--- config.mk ---
export PLATFORM = sky130hd
export DESIGN_NAME = if_id_reg_flat
export DESIGN_NICKNAME = d
export VERILOG_FILES = /design/src/mips_lite_cfg.svh /design/src/mips_lite_pkg.sv /design/src/stage_if.sv /design/src/if_id_reg.sv /design/src/flat_wrapper.sv
export SDC_FILE = /design/constraint.sdc
export NUM_CORES = 1
export LEC_CHECK = 0
export ABC_CLOCK_PERIOD_IN_PS = 800
export BUFFER_PORTS_ARGS = -buffer_cell sky130_fd_sc_hd__buf_2
export CAP_MARGIN = 20
export CORE_MARGIN = 2
export CORE_UTILIZATION = 30
export CTS_CLUSTER_DIAMETER = 60
export DETAILED_ROUTE_END_ITERATION = 8
export GPL_TIMING_DRIVEN = 0
export PLACE_DENSITY_LB_ADDON = 0.3
export SLEW_MARGIN = 15
export SYNTH_ARGS = -nofsm -noshare
export SYNTH_HDL_FRONTEND = slang
export SYNTH_SLANG_ARGS = --single-unit
--- constraint.sdc ---
create_clock -name clk -period 0.8 [get_ports clk]
set_clock_uncertainty 0.2 [all_clocks]
set_input_delay 0.04 -clock clk [delete_from_list [all_inputs] [get_ports clk]]
set_output_delay 0.04 -clock clk [all_outputs]
set_load 0.01 [all_outputs]
--- src/mips_lite_cfg.svh ---
`ifndef MIPS_LITE_CFG_SVH
`define MIPS_LITE_CFG_SVH

// ~~~~~~~~~~~~~~~~~~~~~~~~~~~~~~~~~~~~~~
// memory sizing
// ~~~~~~~~~~~~~~~~~~~~~~~~~~~~~~~~~~~~~~

// instruction words held by the fetch stage.
`define MIPS_LITE_IMEM_DEPTH 64

// data words behind lw and sw.
`define MIPS_LITE_DMEM_DEPTH 64

// ~~~~~~~~~~~~~~~~~~~~~~~~~~~~~~~~~~~~~~
// reset state
// ~~~~~~~~~~~~~~~~~~~~~~~~~~~~~~~~~~~~~~

`define MIPS_LITE_RESET_PC 32'h0000_0000

`endif
--- src/mips_lite_pkg.sv ---
package mips_lite_pkg;

  // ~~~~~~~~~~~~~~~~~~~~~~~~~~~~~~~~~~~~~~
  // opcodes and function codes
  // ~~~~~~~~~~~~~~~~~~~~~~~~~~~~~~~~~~~~~~
  parameter logic [5:0] OP_LW    = 6'b100011;
  parameter logic [5:0] OP_SW    = 6'b101011;
  parameter logic [5:0] OP_BEQ   = 6'b000100;
  parameter logic [5:0] OP_RTYPE = 6'b000000;
  parameter logic [5:0] OP_J     = 6'd2;
  parameter logic [5:0] OP_ADDI  = 6'b001000;
  parameter logic [5:0] OP_ANDI  = 6'b001100;
  parameter logic [5:0] OP_ORI   = 6'b001101;
  parameter logic [5:0] OP_XORI  = 6'b001110;
  parameter logic [5:0] OP_SLTI  = 6'b001010;

  parameter logic [5:0] FN_ADD = 6'b100000;
  parameter logic [5:0] FN_SUB = 6'b100010;
  parameter logic [5:0] FN_AND = 6'b100100;
  parameter logic [5:0] FN_OR  = 6'b100101;
  parameter logic [5:0] FN_XOR = 6'b100110;
  parameter logic [5:0] FN_SLT = 6'b101010;

  // ~~~~~~~~~~~~~~~~~~~~~~~~~~~~~~~~~~~~~~
  // control types
  // ~~~~~~~~~~~~~~~~~~~~~~~~~~~~~~~~~~~~~~
  typedef enum logic [1:0] {
    ALU_ADD      = 2'b00,
    ALU_SUB      = 2'b01,
    ALU_BY_FUNCT = 2'b10
  } alu_op_t;

  typedef enum logic [1:0] {
    PC_SEQ    = 2'b00,
    PC_BRANCH = 2'b01,
    PC_JUMP   = 2'b10
  } pc_source_t;

  // one instruction word, seen through the three encodings.
  typedef union packed {
    struct packed {
      logic [5:0] opcode;
      logic [4:0] rs;
      logic [4:0] rt;
      logic [4:0] rd;
      logic [4:0] shamt;
      logic [5:0] funct;
    } r;
    struct packed {
      logic [5:0]  opcode;
      logic [4:0]  rs;
      logic [4:0]  rt;
      logic [15:0] imm;
    } i;
    struct packed {
      logic [5:0]  opcode;
      logic [25:0] target;
    } j;
  } insn_t;

endpackage

--- src/stage_if.sv ---
`timescale 1ns/10ps

interface stage_if;

  logic [31:0]          pc_plus4;
  mips_lite_pkg::insn_t insn;
  logic                 valid;

  modport producer (
    output pc_plus4,
    output insn,
    output valid
  );

  modport consumer (
    input pc_plus4,
    input insn,
    input valid
  );

endinterface

--- src/if_id_reg.sv ---
`timescale 1ns/10ps

module if_id_reg (
  input  logic      clk,
  input  logic      rst_n,
  input  logic      redirect,
  stage_if.consumer in,
  stage_if.producer out
);

  logic                 valid_q;
  logic [31:0]          pc_plus4_q;
  mips_lite_pkg::insn_t insn_q;

  // a redirect turns the younger fetch into a bubble.
  always_ff @(posedge clk or negedge rst_n) begin
    if (!rst_n) begin
      valid_q <= 1'b0;
    end else begin
      valid_q <= in.valid && !redirect;
    end
  end

  always_ff @(posedge clk) begin
    pc_plus4_q <= in.pc_plus4;
    insn_q     <= in.insn;
  end

  assign out.valid    = valid_q;
  assign out.pc_plus4 = pc_plus4_q;
  assign out.insn     = insn_q;

  // only a valid instruction redirects, and a bubble follows it.
  a_squash_after_redirect: assert property (
    @(posedge clk) disable iff (!rst_n) redirect |=> (!out.valid && $past(out.valid))
  );

endmodule

--- src/flat_wrapper.sv ---
// flat-port wrapper written by rule: the top's interface ports become plain ports
module if_id_reg_flat 
  (clk, rst_n, redirect, in_pc_plus4, in_insn, in_valid, out_pc_plus4, out_insn, out_valid);
  stage_if in_i ();
  stage_if out_i ();
  input  logic clk;
  input  logic rst_n;
  input  logic redirect;
  input wire logic [$bits(in_i.pc_plus4)-1:0] in_pc_plus4;
  input wire logic [$bits(in_i.insn)-1:0] in_insn;
  input wire logic [$bits(in_i.valid)-1:0] in_valid;
  output wire logic [$bits(out_i.pc_plus4)-1:0] out_pc_plus4;
  output wire logic [$bits(out_i.insn)-1:0] out_insn;
  output wire logic [$bits(out_i.valid)-1:0] out_valid;
  assign in_i.pc_plus4 = in_pc_plus4;
  assign in_i.insn = in_insn;
  assign in_i.valid = in_valid;
  assign out_pc_plus4 = out_i.pc_plus4;
  assign out_insn = out_i.insn;
  assign out_valid = out_i.valid;
  if_id_reg u_core (.clk(clk), .rst_n(rst_n), .redirect(redirect), .in(in_i), .out(out_i));
endmodule
# Word level (Yosys, flattened, before mapping)
# Index checks and enable logic that the tools add are counted.
# Widths: inputs -> output; s select.
# totals
input_bits	68
reg_bits	65
out_inout_bits	65
word_cells	5
# op_classes
n_reduce_logical	2
# ops
cell	n
$logic_and 1x1->1	1
$logic_not 1->1	1

# Longest topological paths before layout
# Gate-level depths: netlist (run 1).
# logic_depth
word_depth	2
depth_mapped	1
ltp_nobuf	1

# Least setup slack after synthesis (run 1)
# OpenSTA, ideal clock, no wires.
# synth_timing
kind	flip-flop to output port
startpoint	register u_core.valid_q, in the netlist u_core.out.valid
endpoint	output out_valid
path_stages_with_launch	1
path_buffers	0
setup_slack_ns	0.184
arrival_ns	0.376
path_cell_list	dfrtp_1
# synth_lines
item	line_no	source
from (decl)	if_id_reg.sv:11	logic valid_q;
from (signal assigned)	if_id_reg.sv:20	valid_q <= in.valid && !redirect;
to (decl)	flat_wrapper.sv:14	output wire logic [$bits(out_i.valid)-1:0] out_valid;
# No word-level cell between the ends.

# Final worst setup path (run 1)
# layout_timing
startpoint	register u_core.valid_q, in the netlist u_core.out.valid
endpoint	output out_valid
# No word-level cell between the ends.

==> reports/results.ini, run 1 <==
[route]
initialDrtViolationCount=25
drtAntennaViolNets=0
route.detailed.wl_per_inst_um=15.3
wirelength_um=5090
detailedRoute.firstPassIterationCount=4
drc=0
detailed_route_vias_per_instance=3.95
route.vias.total=1317

[layout]
final-instance-count-excl-fill=333
layout-drive-gt1-share=0.644
seqCellArea_um2=1350
n_antenna_cell=0
num-fill-cells=294
multi_input_comb_area_um2=13.8
area_growth_syn_to_layout_pct=140
fin_nets=344
finish.utilization=0.739

[critical_path]
critical_path.startpoint_type=flop
worstPathCellList=buf_2
cp_slowest_cell=sky130_fd_sc_hd__dfrtp_1
worstPathBufferInverterCount=1
critical-path-max-stage-delay_ns=0.36
cp-end-kind=output port
cp_data_arrival_time_ns=0.82
critPathTopFamily=flip-flops
crit_path_max_fanout=1
required_time_of_the_critical_path_ns=0.56
timing.setup.critical_path_class=flop to output port

[global_routing]
initial_antenna_violation_count=0
grt_first_pass_wirelength_um=6690
via_count_of_the_first_global_routing_pass=1354
overflow=0
track_usage=0.184
grt_start_max_net_pins=12

[sta]
relative_slew_slack=0.933
maxClockFrequency_mhz=941
finalHoldViolations=1
worst_slew_pin_tran_ns=0.101
worst_hold_slack_ns=-0.167
setup_viol_count_final=65
rsz0062_at_grt=yes
layout_worst_path_cycle_share=1.33
slew_viol_final=0
postLayoutSetupSlackWorst_ns=-0.263
period_minus_slack_ns=1.06

[floorplanning]
std_cell_rows=24
design.die.area_um2=4950
initial_core_utilization=0.307
die_height_um=70.3
die_width_um=70.3
floorplan.core_area_um2=4290
io_pins=133

[job]
cap_viol_max_count=0

[clocking]
clock_sink_count=65
cts.htree.levels=3
cts_buffer_depth=2
hold_fix_buffers_cts=67
clk_transition_reported_paths_ns=0.07
cts_root_buf=sky130_fd_sc_hd__clkbuf_8
tritoncts.num_buffers=9
clock_tree_from_tritoncts=built

[logic_synthesis]
postSynthAreaPerCell_um2=20.0
post_synth_instance_area_um2=1320
synth.net_count=134
synthesis.yosys.warnings=0
post_synth_num_cell_types=3
synth_instances=66
synthDominantAreaCellType=sky130_fd_sc_hd__dfxtp_1
synthTopCellsByArea=sky130_fd_sc_hd__dfxtp_1 (97%), sky130_fd_sc_hd__dfrtp_1 (1.9%), sky130_fd_sc_hd__nor2b_4 (1.0%)
post-synth-top-area-fraction=0.971
synth_sequential_area_ratio=0.990
postSynthRegisterBits=65

[placed_design]
port_buffers=132
finalWeightedCongestion=0.707
preCtsSetupSlack_ns=0.0895
numPlacedInstances=250

[min_path]
worst_hold_path_class=input port to asynchronous set/reset pin

[pwr]
power_density_nw_per_um2=2280
static-leakage-power_nw=1.53
total_power_mw=7.22
worst_ir_drop_vdd_mv=1.76

[run_status]
status=finished, violations left
violated_checks=hold timing, setup timing

-- how the worst max path moves through the flow --
stage / start / to / slack [ns] / cells past startpoint
6_report: u_core.out.valid / out_valid / -0.26 / 1
5_1_grt: u_core.out.valid / out_valid / -0.30 / 1
4_1_cts: u_core.out.valid / out_valid / -0.28 / 1
3_5_place_dp: u_core.out.valid / out_valid / 0.09 / 1
3_3_place_gp: u_core.out.valid / out_valid / 0.09 / 1
2_1_floorplan: u_core.out.valid / out_valid / 0.18 / 0
-- state kept, by name, summed over array words and instances, names as in the netlist --
register,cells
u_core.out.insn,32
u_core.out.valid,1
u_core.out.pc_plus4,32
-- power by group --
part	internal (mW)	leakage, nW	switching, mW
clock network	1.69	0.105	1.23
logic	0.537	0.875	0.263
registers	3.43	0.553	0.0739
-- synth_stat cells (all sizes together) --
cell type	instances
dfxtp	64
nor2b	1
dfrtp	1
-- placed cells by master (no fill, tap or decap) --
master,instances
sky130_fd_sc_hd__clkinvlp_4,2
sky130_fd_sc_hd__clkbuf_8,12
sky130_fd_sc_hd__bufinv_16,1
sky130_fd_sc_hd__buf_2,100
sky130_fd_sc_hd__buf_6,32
sky130_fd_sc_hd__nor2b_4,1
sky130_fd_sc_hd__clkinv_2,1
sky130_fd_sc_hd__dfrtp_1,1
sky130_fd_sc_hd__dlygate4sd3_1,67
sky130_fd_sc_hd__dfxtp_1,32
sky130_fd_sc_hd__dfxtp_2,32
-- per-stage QoR --
stage,setup TNS [ns],area (µm²),hold WS [ns]
CTS,-13.80,2960,-0.203
global route,-15.20,3170,-0.182
floorplan,0,1320,-0.456
detailed placement,0,2050,-0.384
finish,-13.13,3170,-0.167
global placement,0,2050,-0.385
-- area by class of cell --
cell class	count	area share
clock buffer	12	0.0521
timing repair buffer	199	0.483
tap	52	0.0205
clock inverter	4	0.0158
multi-input combinational	1	0.00434
sequential	65	0.424
-- layer usage --
metal | wire [µm] | part of all wire | global-route usage
met4 | 161 | 0.032 | 0.122
met5 | 0 | 0 | 0
met2 | 2760 | 0.54 | 0.335
met3 | 411 | 0.081 | 0.0606
met1 | 1760 | 0.35 | 0.173
-- kinds of logic (layout without fill, tap and decap cells) --
kind of cell | Yosys count | in the layout | synth area share
flops | 65 | 65 | 0.990
simple gates | 1 | 1 | 0.0104
buf+inv | 0 | 215 | 0
-- timing repair --
| action | CTS | global route |
|---|---|---|
| gates cloned | 0 | 0 |
| endpoints found under the setup margin | 65 | 65 |
| resized for setup | 8 | 56 |
| buffers inserted | 0 | 0 |
| hold endpoints to repair | 66 | 1 |
Note: power is estimated with default switching activity, not from simulation.
==> run 2, diff against run 1 <==
--- a/config.mk
+++ b/config.mk
@@ -9,11 +9,13 @@
 export BUFFER_PORTS_ARGS = -buffer_cell sky130_fd_sc_hd__buf_2
 export CAP_MARGIN = 20
 export CORE_MARGIN = 2
-export CORE_UTILIZATION = 30
+export CORE_UTILIZATION = 32
+export CTS_BUF_LIST = sky130_fd_sc_hd__clkbuf_8
 export CTS_CLUSTER_DIAMETER = 60
 export DETAILED_ROUTE_END_ITERATION = 8
 export GPL_TIMING_DRIVEN = 0
 export PLACE_DENSITY_LB_ADDON = 0.3
+export SKIP_CTS_REPAIR_TIMING = 1
 export SLEW_MARGIN = 15
 export SYNTH_ARGS = -nofsm -noshare
 export SYNTH_HDL_FRONTEND = slang
==> run 2 against run 1 <==
  * Power shrank 1.8%
  * Cell count shrank 0.60%
  * The run still ends with hold timing, setup timing left
  * Largest power group unchanged
  * First-iteration DRC count rose by 80%
==> reports/results.ini, run 2 (synthesis gave the netlist of run 1 again) <==
[sta]
timing.setup.tns_ns=-12.47
relative_slew_slack=0.935
rsz0062_at_grt=yes
slew_viol_final=0
worst_slew_pin_tran_ns=0.0974
setup_viol_count_final=66
maxClockFrequency_mhz=924
period_minus_slack_ns=1.08
worst_hold_slack_ns=-0.178
finalHoldViolations=1
layout_worst_path_cycle_share=1.35
postLayoutSetupSlackWorst_ns=-0.282

[clocking]
cts.htree.levels=3
cts_root_buf=sky130_fd_sc_hd__clkbuf_8
clk_transition_reported_paths_ns=0.07
clock_tree_from_tritoncts=built
clock_sink_count=65
tritoncts.num_buffers=9
cts_buffer_depth=2

[layout]
layout.cells.most_common_list=sky130_fd_sc_hd__buf_2 (111), sky130_fd_sc_hd__dlygate4sd3_1 (67), sky130_fd_sc_hd__dfxtp_1 (43), sky130_fd_sc_hd__buf_6 (21), sky130_fd_sc_hd__dfxtp_2 (21)
final-instance-count-excl-fill=331
area_growth_syn_to_layout_pct=133
n_antenna_cell=0
mostFrequentLayoutCell=sky130_fd_sc_hd__buf_2
num-fill-cells=232
finish.utilization=0.774
layout-drive-gt1-share=0.591
fin_nets=344

[global_routing]
grt_first_pass_wirelength_um=3950
via_count_of_the_first_global_routing_pass=861
track_usage=0.132
initial_antenna_violation_count=0
overflow=0
grt_start_max_net_pins=11

[floorplanning]
die_height_um=68.2
floorplan.core_area_um2=3970
std_cell_rows=23
design.die.area_um2=4650
io_pins=133
initial_core_utilization=0.332
die_width_um=68.2

[critical_path]
critical-path-max-stage-delay_ns=0.38
required_time_of_the_critical_path_ns=0.56
cp-end-kind=output port
crit_path_start=u_core.out.valid
critPathTopFamily=flip-flops
timing.setup.critical_path_class=flop to output port
cp_slowest_cell=sky130_fd_sc_hd__dfrtp_1
worstPathCellList=buf_2
critical_path.startpoint_type=flop
cp_data_arrival_time_ns=0.84
crit_path_max_fanout=1
worstPathBufferInverterCount=1

[run_status]
violated_checks=hold timing, setup timing
status=finished, violations left

[placed_design]
port_buffers=132
finalWeightedCongestion=0.691
numPlacedInstances=248

[route]
detailedRoute.firstPassIterationCount=4
route.vias.total=1286
detailed_route_vias_per_instance=3.89
wirelength_um=4690
route.detailed.wl_per_inst_um=14.2
drc=0
drtAntennaViolNets=0
initialDrtViolationCount=45

[min_path]
worst_hold_path_class=input port to asynchronous set/reset pin

[pwr]
worst_ir_drop_vdd_mv=1.78
power_density_nw_per_um2=2310
static-leakage-power_nw=1.52

[job]
cap_viol_max_count=0

[run 2: cell count changes in the layout (fill, tap and decap cells not counted)]
cell                         before  now
sky130_fd_sc_hd__buf_2          100  111
sky130_fd_sc_hd__buf_6           32   21
sky130_fd_sc_hd__dfxtp_1         32   43
sky130_fd_sc_hd__dfxtp_2         32   21
sky130_fd_sc_hd__inv_1            0    4
sky130_fd_sc_hd__clkbuf_8        12    9
sky130_fd_sc_hd__clkinvlp_4       2    0
sky130_fd_sc_hd__bufinv_16        1    2
[run 2: path summary, 6_finish.rpt]
| check | to | slack [ns] | cells past startpoint |
|---|---|---|---|
| min in group clk | u_core.out.insn[20] | 0.14 | 2 |
| max | out_valid | -0.28 | 1 |
| min | u_core.out.valid | -0.18 | 2 |
| max in group asynchronous | u_core.out.valid | 0.48 | 2 |
[run 2: metrics by stage]
step	instance area, µm²	hold WS [ns]	power (mW)	worst slack [ns]
after floorplan	1320	-0.456	3.63	0.184
after global placement	2040	-0.385	3.93	0.101
after detailed placement	2040	-0.383	3.95	0.0941
after CTS	2250	-0.745	6.79	-0.274
after global routing	3080	-0.170	7.38	-0.315
final	3080	-0.178	7.09	-0.282
[run 2: cell type report]
type,count,area (µm²),share of cell area
Timing Repair Buffer,199,1460,0.476
Sequential cell,65,1330,0.433
Clock buffer,9,124,0.0403
Clock inverter,7,80.1,0.0260
Tap cell,50,62.6,0.0203
Multi-Input combinational cell,1,13.8,0.00448
[run 2: per-layer routing]
| layer | up-vias | track usage | part of all wire |
|---|---|---|---|
| met5 | - | 0 | 0 |
| met4 | 0 | 0.0975 | 0.031 |
| met3 | 11 | 0.0921 | 0.092 |
| met2 | 77 | 0.222 | 0.55 |
| met1 | 576 | 0.106 | 0.33 |
| li1 | 622 | - | - |
[run 2: power by group]
part,internal (mW),switching [mW],leakage (nW),total [mW]
clock,1.71,1.14,0.118,2.85
sequential,3.42,0.0566,0.553,3.48
combinational,0.504,0.260,0.852,0.765
total,5.63,1.46,1.52,7.09
