--- config.mk ---
export PLATFORM = sky130hd
export DESIGN_NAME = exec_stage_flat
export DESIGN_NICKNAME = d
export VERILOG_FILES = /design/src/mips_lite_pkg.sv /design/src/stage_if.sv /design/src/exec_stage.sv /design/src/main_control.sv /design/src/flat_wrapper.sv
export VERILOG_INCLUDE_DIRS = /design/src
export SDC_FILE = /design/constraint.sdc
export NUM_CORES = 2
export LEC_CHECK = 0
export BUFFER_PORTS_ARGS = -buffer_cell sky130_fd_sc_hd__buf_2
export CAP_MARGIN = 5
export CELL_PAD_IN_SITES_DETAIL_PLACEMENT = 1
export CELL_PAD_IN_SITES_GLOBAL_PLACEMENT = 1
export CORE_MARGIN = 8
export CORE_UTILIZATION = 53
export DETAILED_ROUTE_END_ITERATION = 12
export HOLD_SLACK_MARGIN = 0.02
export PLACE_DENSITY_LB_ADDON = 0.1
export SYNTH_ARGS = -nofsm -noshare
export SYNTH_HDL_FRONTEND = slang
export SYNTH_SLANG_ARGS = --single-unit
--- constraint.sdc ---
create_clock -name clk -period 13.34 [get_ports clk]
set_clock_uncertainty 0.1 [all_clocks]
set_input_delay 1.334 -clock clk [delete_from_list [all_inputs] [get_ports clk]]
set_output_delay 1.334 -clock clk [all_outputs]
set_load 0.005 [all_outputs]
--- src/mips_lite_cfg.svh ---
`ifndef MIPS_LITE_CFG_SVH
`define MIPS_LITE_CFG_SVH

// ~~~~~~~~~~~~~~~~~~~~~~~~~~~~~~~~~~~~~~
// memory sizing
// ~~~~~~~~~~~~~~~~~~~~~~~~~~~~~~~~~~~~~~

// instruction words held by the fetch stage.
`define MIPS_LITE_IMEM_DEPTH 64

// data words behind lw and sw.
`define MIPS_LITE_DMEM_DEPTH 64

// ~~~~~~~~~~~~~~~~~~~~~~~~~~~~~~~~~~~~~~
// reset state
// ~~~~~~~~~~~~~~~~~~~~~~~~~~~~~~~~~~~~~~

`define MIPS_LITE_RESET_PC 32'h0000_0000

`endif
--- src/mips_lite_pkg.sv ---
package mips_lite_pkg;

  // ~~~~~~~~~~~~~~~~~~~~~~~~~~~~~~~~~~~~~~
  // opcodes and function codes
  // ~~~~~~~~~~~~~~~~~~~~~~~~~~~~~~~~~~~~~~
  parameter logic [5:0] OP_LW    = 6'b100011;
  parameter logic [5:0] OP_SW    = 6'b101011;
  parameter logic [5:0] OP_BEQ   = 6'b000100;
  parameter logic [5:0] OP_RTYPE = 6'b000000;
  parameter logic [5:0] OP_J     = 6'd2;
  parameter logic [5:0] OP_ADDI  = 6'b001000;
  parameter logic [5:0] OP_ANDI  = 6'b001100;
  parameter logic [5:0] OP_ORI   = 6'b001101;
  parameter logic [5:0] OP_XORI  = 6'b001110;
  parameter logic [5:0] OP_SLTI  = 6'b001010;

  parameter logic [5:0] FN_ADD = 6'b100000;
  parameter logic [5:0] FN_SUB = 6'b100010;
  parameter logic [5:0] FN_AND = 6'b100100;
  parameter logic [5:0] FN_OR  = 6'b100101;
  parameter logic [5:0] FN_XOR = 6'b100110;
  parameter logic [5:0] FN_SLT = 6'b101010;

  // ~~~~~~~~~~~~~~~~~~~~~~~~~~~~~~~~~~~~~~
  // control types
  // ~~~~~~~~~~~~~~~~~~~~~~~~~~~~~~~~~~~~~~
  typedef enum logic [1:0] {
    ALU_ADD      = 2'b00,
    ALU_SUB      = 2'b01,
    ALU_BY_FUNCT = 2'b10
  } alu_op_t;

  typedef enum logic [1:0] {
    PC_SEQ    = 2'b00,
    PC_BRANCH = 2'b01,
    PC_JUMP   = 2'b10
  } pc_source_t;

  // one instruction word, seen through the three encodings.
  typedef union packed {
    struct packed {
      logic [5:0] opcode;
      logic [4:0] rs;
      logic [4:0] rt;
      logic [4:0] rd;
      logic [4:0] shamt;
      logic [5:0] funct;
    } r;
    struct packed {
      logic [5:0]  opcode;
      logic [4:0]  rs;
      logic [4:0]  rt;
      logic [15:0] imm;
    } i;
    struct packed {
      logic [5:0]  opcode;
      logic [25:0] target;
    } j;
  } insn_t;

endpackage

--- src/stage_if.sv ---
`timescale 1ns/10ps

interface stage_if;

  logic [31:0]          pc_plus4;
  mips_lite_pkg::insn_t insn;
  logic                 valid;

  modport producer (
    output pc_plus4,
    output insn,
    output valid
  );

  modport consumer (
    input pc_plus4,
    input insn,
    input valid
  );

endinterface

--- src/exec_stage.sv ---
`timescale 1ns/10ps

`include "mips_lite_cfg.svh"

module exec_stage (
  input  logic        clk,
  input  logic        rst_n,
  stage_if.consumer   in,
  output logic        redirect,
  output logic [31:0] redirect_pc,
  output logic        wb_valid,
  output logic [4:0]  wb_reg,
  output logic [31:0] wb_data,
  output logic        st_valid,
  output logic [31:0] st_addr,
  output logic [31:0] st_data
);

  localparam int DMEM_AW = $clog2(`MIPS_LITE_DMEM_DEPTH);
  // not decoded by main_control, so a bubble does nothing.
  localparam logic [5:0] OP_IDLE = 6'h3f;

  mips_lite_pkg::insn_t       insn;
  logic [5:0]                 opcode;
  logic                       branch_eq;
  mips_lite_pkg::pc_source_t  pc_source;
  logic                       imm_command;
  logic                       alu_src_b;
  logic                       dst_reg_sel;
  mips_lite_pkg::alu_op_t     alu_op;
  logic                       mem_read;
  logic                       mem_write;
  logic                       mem_to_reg;
  logic                       reg_write;
  logic [31:0]                regs [32];
  logic [31:0]                dmem [`MIPS_LITE_DMEM_DEPTH];
  logic [31:0]                rs_data;
  logic [31:0]                rt_data;
  logic [31:0]                imm_sext;
  logic [31:0]                imm_ext;
  logic [31:0]                alu_b;
  logic [31:0]                alu_res;
  logic [31:0]                mem_rdata;
  logic [5:0]                 alu_sel;

  assign insn   = in.insn;
  assign opcode = in.valid ? insn.r.opcode : OP_IDLE;

  main_control main_control_inst (
    .opcode         (opcode),
    .branch_eq      (branch_eq),
    .if_pc_source   (pc_source),
    .ex_imm_command (imm_command),
    .ex_alu_src_b   (alu_src_b),
    .ex_dst_reg_sel (dst_reg_sel),
    .ex_alu_op      (alu_op),
    .mem_read       (mem_read),
    .mem_write      (mem_write),
    .wb_mem_to_reg  (mem_to_reg),
    .wb_reg_write   (reg_write)
  );

  // ~~~~~~~~~~~~~~~~~~~~~~~~~~~~~~~~~~~~~~
  // operands
  // ~~~~~~~~~~~~~~~~~~~~~~~~~~~~~~~~~~~~~~
  assign rs_data   = (insn.r.rs == 5'd0) ? 32'd0 : regs[insn.r.rs];
  assign rt_data   = (insn.r.rt == 5'd0) ? 32'd0 : regs[insn.r.rt];
  assign branch_eq = (rs_data == rt_data);

  // logical immediates are zero extended.
  assign imm_sext = {{16{insn.i.imm[15]}}, insn.i.imm};
  assign imm_ext  = ((opcode == mips_lite_pkg::OP_ANDI) || (opcode == mips_lite_pkg::OP_ORI) ||
                     (opcode == mips_lite_pkg::OP_XORI)) ? {16'd0, insn.i.imm} : imm_sext;
  assign alu_b    = alu_src_b ? imm_ext : rt_data;

  // ~~~~~~~~~~~~~~~~~~~~~~~~~~~~~~~~~~~~~~
  // alu
  // ~~~~~~~~~~~~~~~~~~~~~~~~~~~~~~~~~~~~~~
  // immediate opcodes are mapped onto the matching funct code.
  always_comb begin
    case (opcode)
      mips_lite_pkg::OP_ANDI: alu_sel = mips_lite_pkg::FN_AND;
      mips_lite_pkg::OP_ORI:  alu_sel = mips_lite_pkg::FN_OR;
      mips_lite_pkg::OP_XORI: alu_sel = mips_lite_pkg::FN_XOR;
      mips_lite_pkg::OP_SLTI: alu_sel = mips_lite_pkg::FN_SLT;
      default:                alu_sel = mips_lite_pkg::FN_ADD;
    endcase
    if (!imm_command) begin
      alu_sel = insn.r.funct;
    end
  end

  always_comb begin
    case (alu_op)
      mips_lite_pkg::ALU_ADD: alu_res = rs_data + alu_b;
      mips_lite_pkg::ALU_SUB: alu_res = rs_data - alu_b;
      mips_lite_pkg::ALU_BY_FUNCT: begin
        case (alu_sel)
          mips_lite_pkg::FN_ADD: alu_res = rs_data + alu_b;
          mips_lite_pkg::FN_SUB: alu_res = rs_data - alu_b;
          mips_lite_pkg::FN_AND: alu_res = rs_data & alu_b;
          mips_lite_pkg::FN_OR:  alu_res = rs_data | alu_b;
          mips_lite_pkg::FN_XOR: alu_res = rs_data ^ alu_b;
          mips_lite_pkg::FN_SLT: alu_res = {31'd0, $signed(rs_data) < $signed(alu_b)};
          default:               alu_res = 32'd0;
        endcase
      end
      default: alu_res = 32'd0;
    endcase
  end

  // ~~~~~~~~~~~~~~~~~~~~~~~~~~~~~~~~~~~~~~
  // redirect, memory and writeback
  // ~~~~~~~~~~~~~~~~~~~~~~~~~~~~~~~~~~~~~~
  assign redirect    = (pc_source != mips_lite_pkg::PC_SEQ);
  assign redirect_pc = (pc_source == mips_lite_pkg::PC_JUMP) ?
                       {in.pc_plus4[31:28], insn.j.target, 2'b00} :
                       in.pc_plus4 + {imm_sext[29:0], 2'b00};

  assign mem_rdata = mem_read ? dmem[alu_res[DMEM_AW+1:2]] : 32'd0;

  always_ff @(posedge clk) begin
    if (mem_write) begin
      dmem[alu_res[DMEM_AW+1:2]] <= rt_data;
    end
  end

  assign wb_reg   = dst_reg_sel ? insn.r.rd : insn.r.rt;
  assign wb_valid = reg_write && (wb_reg != 5'd0);
  assign wb_data  = mem_to_reg ? mem_rdata : alu_res;

  always_ff @(posedge clk or negedge rst_n) begin
    if (!rst_n) begin
      for (int i = 0; i < 32; i++) begin
        regs[i] <= 32'd0;
      end
    end else if (wb_valid) begin
      regs[wb_reg] <= wb_data;
    end
  end

  assign st_valid = mem_write;
  assign st_addr  = alu_res;
  assign st_data  = rt_data;

  // the decoder never asks for a load and a store at once.
  a_mem_exclusive: assert property (
    @(posedge clk) disable iff (!rst_n) !(mem_read && mem_write)
  );

endmodule

--- src/main_control.sv ---
`timescale 1ns/10ps

module main_control (
  input  logic                      [5:0] opcode,
  input  logic                            branch_eq,
  output mips_lite_pkg::pc_source_t       if_pc_source,
  output logic                            ex_imm_command,
  output logic                            ex_alu_src_b,
  output logic                            ex_dst_reg_sel,
  output mips_lite_pkg::alu_op_t          ex_alu_op,
  output logic                            mem_read,
  output logic                            mem_write,
  output logic                            wb_mem_to_reg,
  output logic                            wb_reg_write
);

  logic memory_op;
  logic r_type_op;
  logic immediate_op;
  logic branch_op;
  logic jump_op;

  always_comb begin
    memory_op    = (opcode == mips_lite_pkg::OP_LW) || (opcode == mips_lite_pkg::OP_SW);
    r_type_op    = (opcode == mips_lite_pkg::OP_RTYPE);
    branch_op    = (opcode == mips_lite_pkg::OP_BEQ);
    jump_op      = (opcode == mips_lite_pkg::OP_J);
    immediate_op = (opcode == mips_lite_pkg::OP_ADDI) || (opcode == mips_lite_pkg::OP_ANDI) ||
                   (opcode == mips_lite_pkg::OP_ORI)  || (opcode == mips_lite_pkg::OP_XORI) ||
                   (opcode == mips_lite_pkg::OP_SLTI);

    // everything idle unless a class below claims the opcode.
    if_pc_source   = mips_lite_pkg::PC_SEQ;
    ex_imm_command = immediate_op;
    ex_alu_src_b   = 1'b0;
    ex_dst_reg_sel = 1'b0;
    ex_alu_op      = mips_lite_pkg::ALU_ADD;
    mem_read       = 1'b0;
    mem_write      = 1'b0;
    wb_mem_to_reg  = 1'b0;
    wb_reg_write   = 1'b0;

    if (memory_op) begin
      ex_alu_src_b  = 1'b1;
      wb_mem_to_reg = 1'b1;
      if (opcode == mips_lite_pkg::OP_LW) begin
        mem_read     = 1'b1;
        wb_reg_write = 1'b1;
      end else begin
        mem_write = 1'b1;
      end
    end else if (r_type_op) begin
      ex_dst_reg_sel = 1'b1;
      ex_alu_op      = mips_lite_pkg::ALU_BY_FUNCT;
      wb_reg_write   = 1'b1;
    end else if (immediate_op) begin
      ex_alu_src_b = 1'b1;
      ex_alu_op    = mips_lite_pkg::ALU_BY_FUNCT;
      wb_reg_write = 1'b1;
    end else if (branch_op) begin
      if (branch_eq) begin
        if_pc_source = mips_lite_pkg::PC_BRANCH;
      end
    end else if (jump_op) begin
      if_pc_source = mips_lite_pkg::PC_JUMP;
    end
  end

endmodule

--- src/flat_wrapper.sv ---
// flat-port wrapper written by rule: the top's interface ports become plain ports
module exec_stage_flat 
  (clk, rst_n, redirect, redirect_pc, wb_valid, wb_reg, wb_data, st_valid, st_addr, st_data, in_pc_plus4, in_insn, in_valid);
  stage_if in_i ();
  input  logic clk;
  input  logic rst_n;
  output logic redirect;
  output logic [31:0] redirect_pc;
  output logic wb_valid;
  output logic [4:0] wb_reg;
  output logic [31:0] wb_data;
  output logic st_valid;
  output logic [31:0] st_addr;
  output logic [31:0] st_data;
  input wire logic [$bits(in_i.pc_plus4)-1:0] in_pc_plus4;
  input wire logic [$bits(in_i.insn)-1:0] in_insn;
  input wire logic [$bits(in_i.valid)-1:0] in_valid;
  assign in_i.pc_plus4 = in_pc_plus4;
  assign in_i.insn = in_insn;
  assign in_i.valid = in_valid;
  exec_stage u_core (.clk(clk), .rst_n(rst_n), .in(in_i), .redirect(redirect), .redirect_pc(redirect_pc), .wb_valid(wb_valid), .wb_reg(wb_reg), .wb_data(wb_data), .st_valid(st_valid), .st_addr(st_addr), .st_data(st_data));
endmodule
== Word-level counts from Yosys, hierarchy flattened ==
Memories as Yosys holds them, arrays and structs flattened.
Index checks and enable logic that the tools add are counted.
Storage, ports and cells
  register bits: 1024
  bits in latches: 0
  memory bits (writable): 2048
  memory bits (read-only): 0
  input port bits: 67
  output and inout bits: 136
  word-level logic and storage cells: 126
  memories kept: 1
Cells by class
  add/sub/neg operators: 3
  multiply operators: 0
  div/mod/pow operators: 0
  magnitude comparators: 5
  equal/unequal tests: 19
  shifts and indexed selects: 0
  mux-type cells: 45
  bitwise logic cells: 6
  reductions and logical operators: 15
Memories
  u_core.dmem: depth 64, bits a word 32, rd ports 1, clocked after Yosys merged registers in 0, wr ports 1, RTL line exec_stage.sv:36  | logic [31:0] dmem [`MIPS_LITE_DMEM_DEPTH];
Operator list (number)
  $bwmux W1024: 1
  $mux W32: 12
  $bmux W32 S5: 2
  $pmux W32 S6: 1
  $demux W32 S5: 1
  $pmux W32 S3: 1
  $add A32 B32 Y32: 2
  $eq A6 B6 Y1 const B: 8
  $and A32 B32 Y32: 1
  $eq A32 B32 Y1: 1
  $lt A32 B32 Y1: 1
  $or A32 B32 Y32: 1
  $sub A32 B32 Y32: 1
  $xor A32 B32 Y32: 1
  $eq A6 B4 Y1 const B: 5
  $ge A6 B6 Y1 const B: 3
  $not A5 Y6: 3
  $mux W2: 8
  $pmux W4 S4: 1
  $mux W1: 15
  $mux W6: 2
  $logic_not A5 Y1: 2
  $logic_or A1 B1 Y1: 7
  $eq A6 B2 Y1 const B: 1
  other kinds (10): 12

== Depth between registers and ports, before layout ==
An unclocked memory read counts as a cell.
  depth after elaboration: 17
  depth in mapped cells: 32
  mapped depth without buffers: 21

== Modules after synthesis ==
From an unflattened synthesis, not the netlist that was laid out.
Second synthesis, totals
  cells, all modules: 10161
  area, all modules: 138957.0 sq um
Modules (own cells, without submodules)
  exec_stage: times used 1, cells each 10137, area each 138828.1 sq um, seq. area each 87123.6 sq um
  main_control: times used 1, cells each 24, area each 128.9 sq um, seq. area each 0.0 sq um

== Worst setup path after synthesis ==
OpenSTA, ideal clock, no wires.
  path kind: input-to-output
  from: in in_insn[16]
  to: out wb_data[27]
  arrival: 9124 ps
  required time: 11906 ps
  setup slack: 2782 ps
  stages on the path: 25
  path buffers: 7
  path through: clkbuf_1 -> buf_2 -> buf_2 -> buf_1 -> buf_1 -> mux4_2 -> mux4_2 -> mux2i_1 -> nor2_1 -> mux2_2 -> ha_1 -> clkbuf_1 -> nor4b_1 -> nor4_1 -> o41ai_1 -> a211o_1 -> and4_1 -> nor2_1 -> o21a_1 -> o41ai_1 -> mux2i_1 -> a211o_1 -> a2bb2oi_1 -> buf_2 -> inv_1
On the way
  elaborated cells between the ends (all ways): 17
  classes of those cells: add/sub (2); mux (9); bitwise (4); reduce/logical (1); memory (1)
RTL lines
  start: declaration: RTL line flat_wrapper.sv:16  | input wire logic [$bits(in_i.insn)-1:0] in_insn;
  $not A5 Y6 (implied by the code): RTL line exec_stage.sv:67  | assign rt_data = (insn.r.rt == 5'd0) ? 32'd0 : regs[insn.r.rt];
  $bmux W32 S5: RTL line exec_stage.sv:67
  $mux W32 (implied by the code) (2 in series): RTL line exec_stage.sv:67
  $mux W32 *: RTL line exec_stage.sv:67
  net st_data[4]: RTL line flat_wrapper.sv:14  | output logic [31:0] st_data;
  $mux W32 *: RTL line exec_stage.sv:74  | assign alu_b = alu_src_b ? imm_ext : rt_data;
  $sub A32 B32 Y32 or $add A32 B32 Y32 (tied branches)
  $pmux W32 S6: RTL line exec_stage.sv:98  | case (alu_sel)
  $pmux W32 S3 *: RTL line exec_stage.sv:94  | case (alu_op)
  net st_addr[27]: RTL line flat_wrapper.sv:13  | output logic [31:0] st_addr;
  $mux W32 *: RTL line exec_stage.sv:130  | assign wb_data = mem_to_reg ? mem_rdata : alu_res;
  end: declaration: RTL line flat_wrapper.sv:11  | output logic [31:0] wb_data;
Mark *: on every way through the listed nets, which the timed path passes. The rest lies on a longest branch. The select of a mux whose other input is x is not followed.

== Final worst setup path ==
  from: in in_insn[16]
  to: out wb_data[16]
On the way
  cells in the longest elaborated chain, start to end: 12
  elaborated cells between the ends (all ways): 17
  classes of those cells: add/sub (2); mux (9); bitwise (4); reduce/logical (1); memory (1)
RTL lines
  $not A5 Y6 (implied by the code): RTL line exec_stage.sv:67
  $bmux W32 S5: RTL line exec_stage.sv:67
  $mux W32 (implied by the code) (2 in series): RTL line exec_stage.sv:67
  $mux W32 *: RTL line exec_stage.sv:67
  $mux W32 *: RTL line exec_stage.sv:74
  $sub A32 B32 Y32, or another cell as far along: RTL line exec_stage.sv:96, exec_stage.sv:100
  $pmux W32 S6: RTL line exec_stage.sv:98
  $pmux W32 S3 *: RTL line exec_stage.sv:94
  $mem_v2 Z64 W32
  $mux W32: RTL line exec_stage.sv:120  | assign mem_rdata = mem_read ? dmem[alu_res[DMEM_AW+1:2]] : 32'd0;
  $mux W32 *: RTL line exec_stage.sv:130
Mark *: on every way between the ends. The rest lies on a longest branch, timed or not. The select of a mux whose other input is x is not followed.

==> results.py <==
metrics = {
    "run_status": {
        "status": "complete, no violations",
    },
    "power_and_ir_drop": {
        "total_power_mw": 24.5,
        "p_per_area_mw_per_mm2": 156,
        "leakagePower_nw": 58.9,
        "vdd_drop_max_mv": 0.153,
    },
    "final_layout": {
        "nFillCells": 25300,
        "fin_area_sq_mm": 0.157,
        "drive_gt1_share_pct": 19.1,
        "fin_util_pct": 59.5,
        "final_cells": 14600,
        "syn_to_final_growth_pct": 12.0,
        "multi_input_area_sq_mm": 0.0499,
        "nets": 11000,
        "regArea_sq_mm": 0.0871,
    },
    "synth": {
        "synth_nets": 11000,
        "yosysUniqueCellTypes": 105,
        "synth_top_area_share_pct": 43.8,
        "synth_seq_area_share_pct": 62.1,
        "synth_ff_type": "edfxtp_1",
        "avgSynthCellArea_sq_um": 12.9,
        "async_flop_share_pct": 33.3,
        "ys_ff_latch": 3072,
        "ys_warn_count": 0,
        "synthesis.area_sq_mm": 0.140,
        "synth.area.top_cells": "edfxtp_1 (44%), dfrtp_1 (18%), mux4_2 (10%)",
        "postSynthCellCount": 10800,
        "yosysTopAreaCell": "edfxtp_1",
        "synth_edf_count": 2048,
    },
    "cts": {
        "clock-sinks": 3072,
        "clock_latency_ps": 960,
        "clk_path_buf_depth": 4,
        "cts_resized": 0,
        "numCtsBuffers": 324,
        "cts_root_buf": "clkbuf_16",
        "cts_setup_buffers": 0,
        "clk_pin_slew_worst_paths_ps": 60,
        "hold_buffers": 0,
        "htreeDepth": 5,
        "cts_tree": "yes",
    },
    "sta": {
        "worstMarginPinSlew_ps": 1470,
        "fin_setup_tns_ps": 0,
        "fmax_mhz": 78.2,
        "slew_viol_final": 0,
        "fin_ws_ps": 555,
        "setup_viol": 0,
        "hold_viol": 0,
        "post-route-period-util_pct": 95.8,
        "period_minus_slack_ps": 12790,
        "worst_hold_slack_ps": 277,
        "slew_headroom_pct": 2.17,
        "rsz0062_at_grt": "no",
    },
    "critical_path": {
        "cp_num_cells": 25,
        "critical_path.top_delay_family": "compound AO/OA/AOI/OAI gates",
        "critical_path_class": "input port to output port",
        "critPathSlowestCell": "nor3_2",
        "startpoint_type": "input port",
        "rr_worst_depth": 24,
        "crit_buf_inv": 8,
        "cp_max_fo": 89,
        "cp-end-kind": "output port",
        "worstPathArrival_ps": 11350,
        "slowest_delay_ps": 960,
        "required_ps": 11910,
    },
    "worst_hold_path": {
        "min-delay-path-class": "input port to async pin",
    },
    "floorplanning": {
        "rows": 189,
        "ios": 203,
        "fp.dieH_um": 531,
        "core_area_sq_mm": 0.264,
        "die_w_um": 531,
        "start_util_pct": 53.1,
        "dieArea_sq_mm": 0.281,
    },
    "drt": {
        "drtIter0Drc": 14100,
        "wl_per_cell_um": 39.6,
        "drc_errors": 0,
        "avgViaCountPerCell": 7.14,
        "wl_mm": 580,
        "vias": 105000,
        "drtAntennaViolNets": 0,
        "first_pass_iters": 6,
    },
    "global_route": {
        "grt_overflow_total": 0,
        "antenna_found_initial": 44,
        "grt_pass1_vias": 107000,
        "grt_util_all_layers_pct": 40.6,
        "grt_pass1_wl_mm": 812,
        "grt_max_degree": 185,
    },
    "placed_design": {
        "dp_hpwl_mm": 355,
        "numPortBuffers": 202,
        "placed_area_sq_mm": 0.146,
        "routabilityCongestion": 0.947,
        "placed_cells": 14000,
        "dp_slack_ps": 931,
    },
    "flow_run": {
        "max-cap-violations": 0,
    },
}
-- worst paths after layout --
kind	end	startpoint	slack, ps
min	u_core.regs[972]	rst_n	280
min reg2reg	u_core.regs[1013]	u_core.regs[1013]	290
max in group asynchronous	u_core.regs[668]	rst_n	10370
max reg2reg	u_core.regs[592]	u_core.regs[224]	3620
max	wb_data[16]	in_insn[16]	550
min in group clk	u_core.regs[1013]	u_core.regs[1013]	290
-- metal layers --
layer	wire length [um]	share of wire [%]	global-route usage, %
met3	63600	11	9.84
met5	100	0.017	0
met4	57600	9.9	32.4
met1	200000	35	49.9
met2	259000	45	61.7
-- cell families (layout without fill, tap and decap cells) --
family / after synthesis / after routing / synth area share [%]
compound gates: 2457 / 2457 / 11.1
fa+ha+maj: 128 / 128 / 1.16
xor+xnor: 93 / 93 / 0.581
buf+inv: 1077 / 1316 / 3.42
simple gates: 3099 / 3099 / 9.18
other cells: 0 / 25 / 0
flops: 3072 / 3072 / 62.1
mux: 916 / 916 / 12.5
-- power by group --
part	total (mW)	leakage (nW)	internal, mW	switching [mW]
Sequential	10.7	33.2	10.5	0.172
Clock	9.15	5.17	5.18	3.97
Combinational	4.65	20.5	1.32	3.32
Total	24.5	58.9	17.0	7.47
-- layout make-up --
cell class | instances | area share [%]
Timing Repair Buffer | 597 | 2.84
Clock buffer | 402 | 5.60
Multi-Input combinational cell | 6693 | 31.7
Inverter | 147 | 0.371
Antenna cell | 25 | 0.0398
Sequential cell | 3072 | 55.5
Tap cell | 3533 | 2.81
Clock inverter | 170 | 1.13
-- cell usage after synthesis (30+ instances only) --
library cell and instances:
a21oi_1 822, a21oi_2 33, dfrtp_1 1024, xor2_1 55, a31oi_1 271, o21ai_0 353, edfxtp_1 2048, o22ai_1 182
o211ai_1 30, buf_4 32, mux2i_1 157, mux2_2 105, o21ai_1 59, inv_1 143, mux4_2 654, nand2_1 1331
nor2_1 1159, buf_1 91, clkbuf_1 450, nand3_1 216, a22oi_1 48, nor3_1 83, ha_1 125, a311oi_1 96
a211oi_1 97, o221ai_1 145, buf_2 328, xnor2_1 38, and3_1 166
-- registers in the layout, summed over array words and instances (netlist names) --
| name | cells |
|---|---|
| u_core.regs | 1024 |
| u_core.dmem | 2048 |
-- cells in the final DEF (no fill, tap or decap), types with 23 or more instances in the layout --
cell / Yosys / layout
a211oi_1: 97 / 97
a21oi_1: 822 / 822
a21oi_2: 33 / 33
a221oi_1: 23 / 23
a22oi_1: 48 / 41
a311oi_1: 96 / 94
a31oi_1: 271 / 270
and3_1: 166 / 164
buf_12: 0 / 33
buf_2: 328 / 193
buf_4: 32 / 362
bufinv_16: 0 / 25
clkbuf_1: 450 / 46
clkbuf_16: 0 / 330
clkbuf_8: 0 / 26
clkinv_1: 0 / 52
clkinv_2: 0 / 65
dfrtp_1: 1024 / 1024
diode_2: 0 / 25
edfxtp_1: 2048 / 2048
ha_1: 125 / 125
inv_1: 143 / 143
mux2_2: 105 / 105
mux2i_1: 157 / 156
mux4_2: 654 / 654
nand2_1: 1331 / 1318
nand3_1: 216 / 206
nor2_1: 1159 / 1036
nor2_4: 1 / 120
nor3_1: 83 / 73
o211ai_1: 30 / 30
o21ai_0: 353 / 348
o21ai_1: 59 / 61
o21bai_1: 24 / 24
o221ai_1: 145 / 144
o22ai_1: 182 / 180
xnor2_1: 38 / 38
xor2_1: 55 / 55
-- worst register-to-register path: cells and delay by family, from the launching register on --
kind / cells / cell delay, ps
adders and majority gates: 2 / 780
muxes: 4 / 1800
and+or+nand+nor: 7 / 2180
AOI/OAI and AO/OA: 7 / 2770
DFF: 1 / 430
buffers and inverters: 4 / 1480
Note: power is estimated with default switching activity, not from simulation.
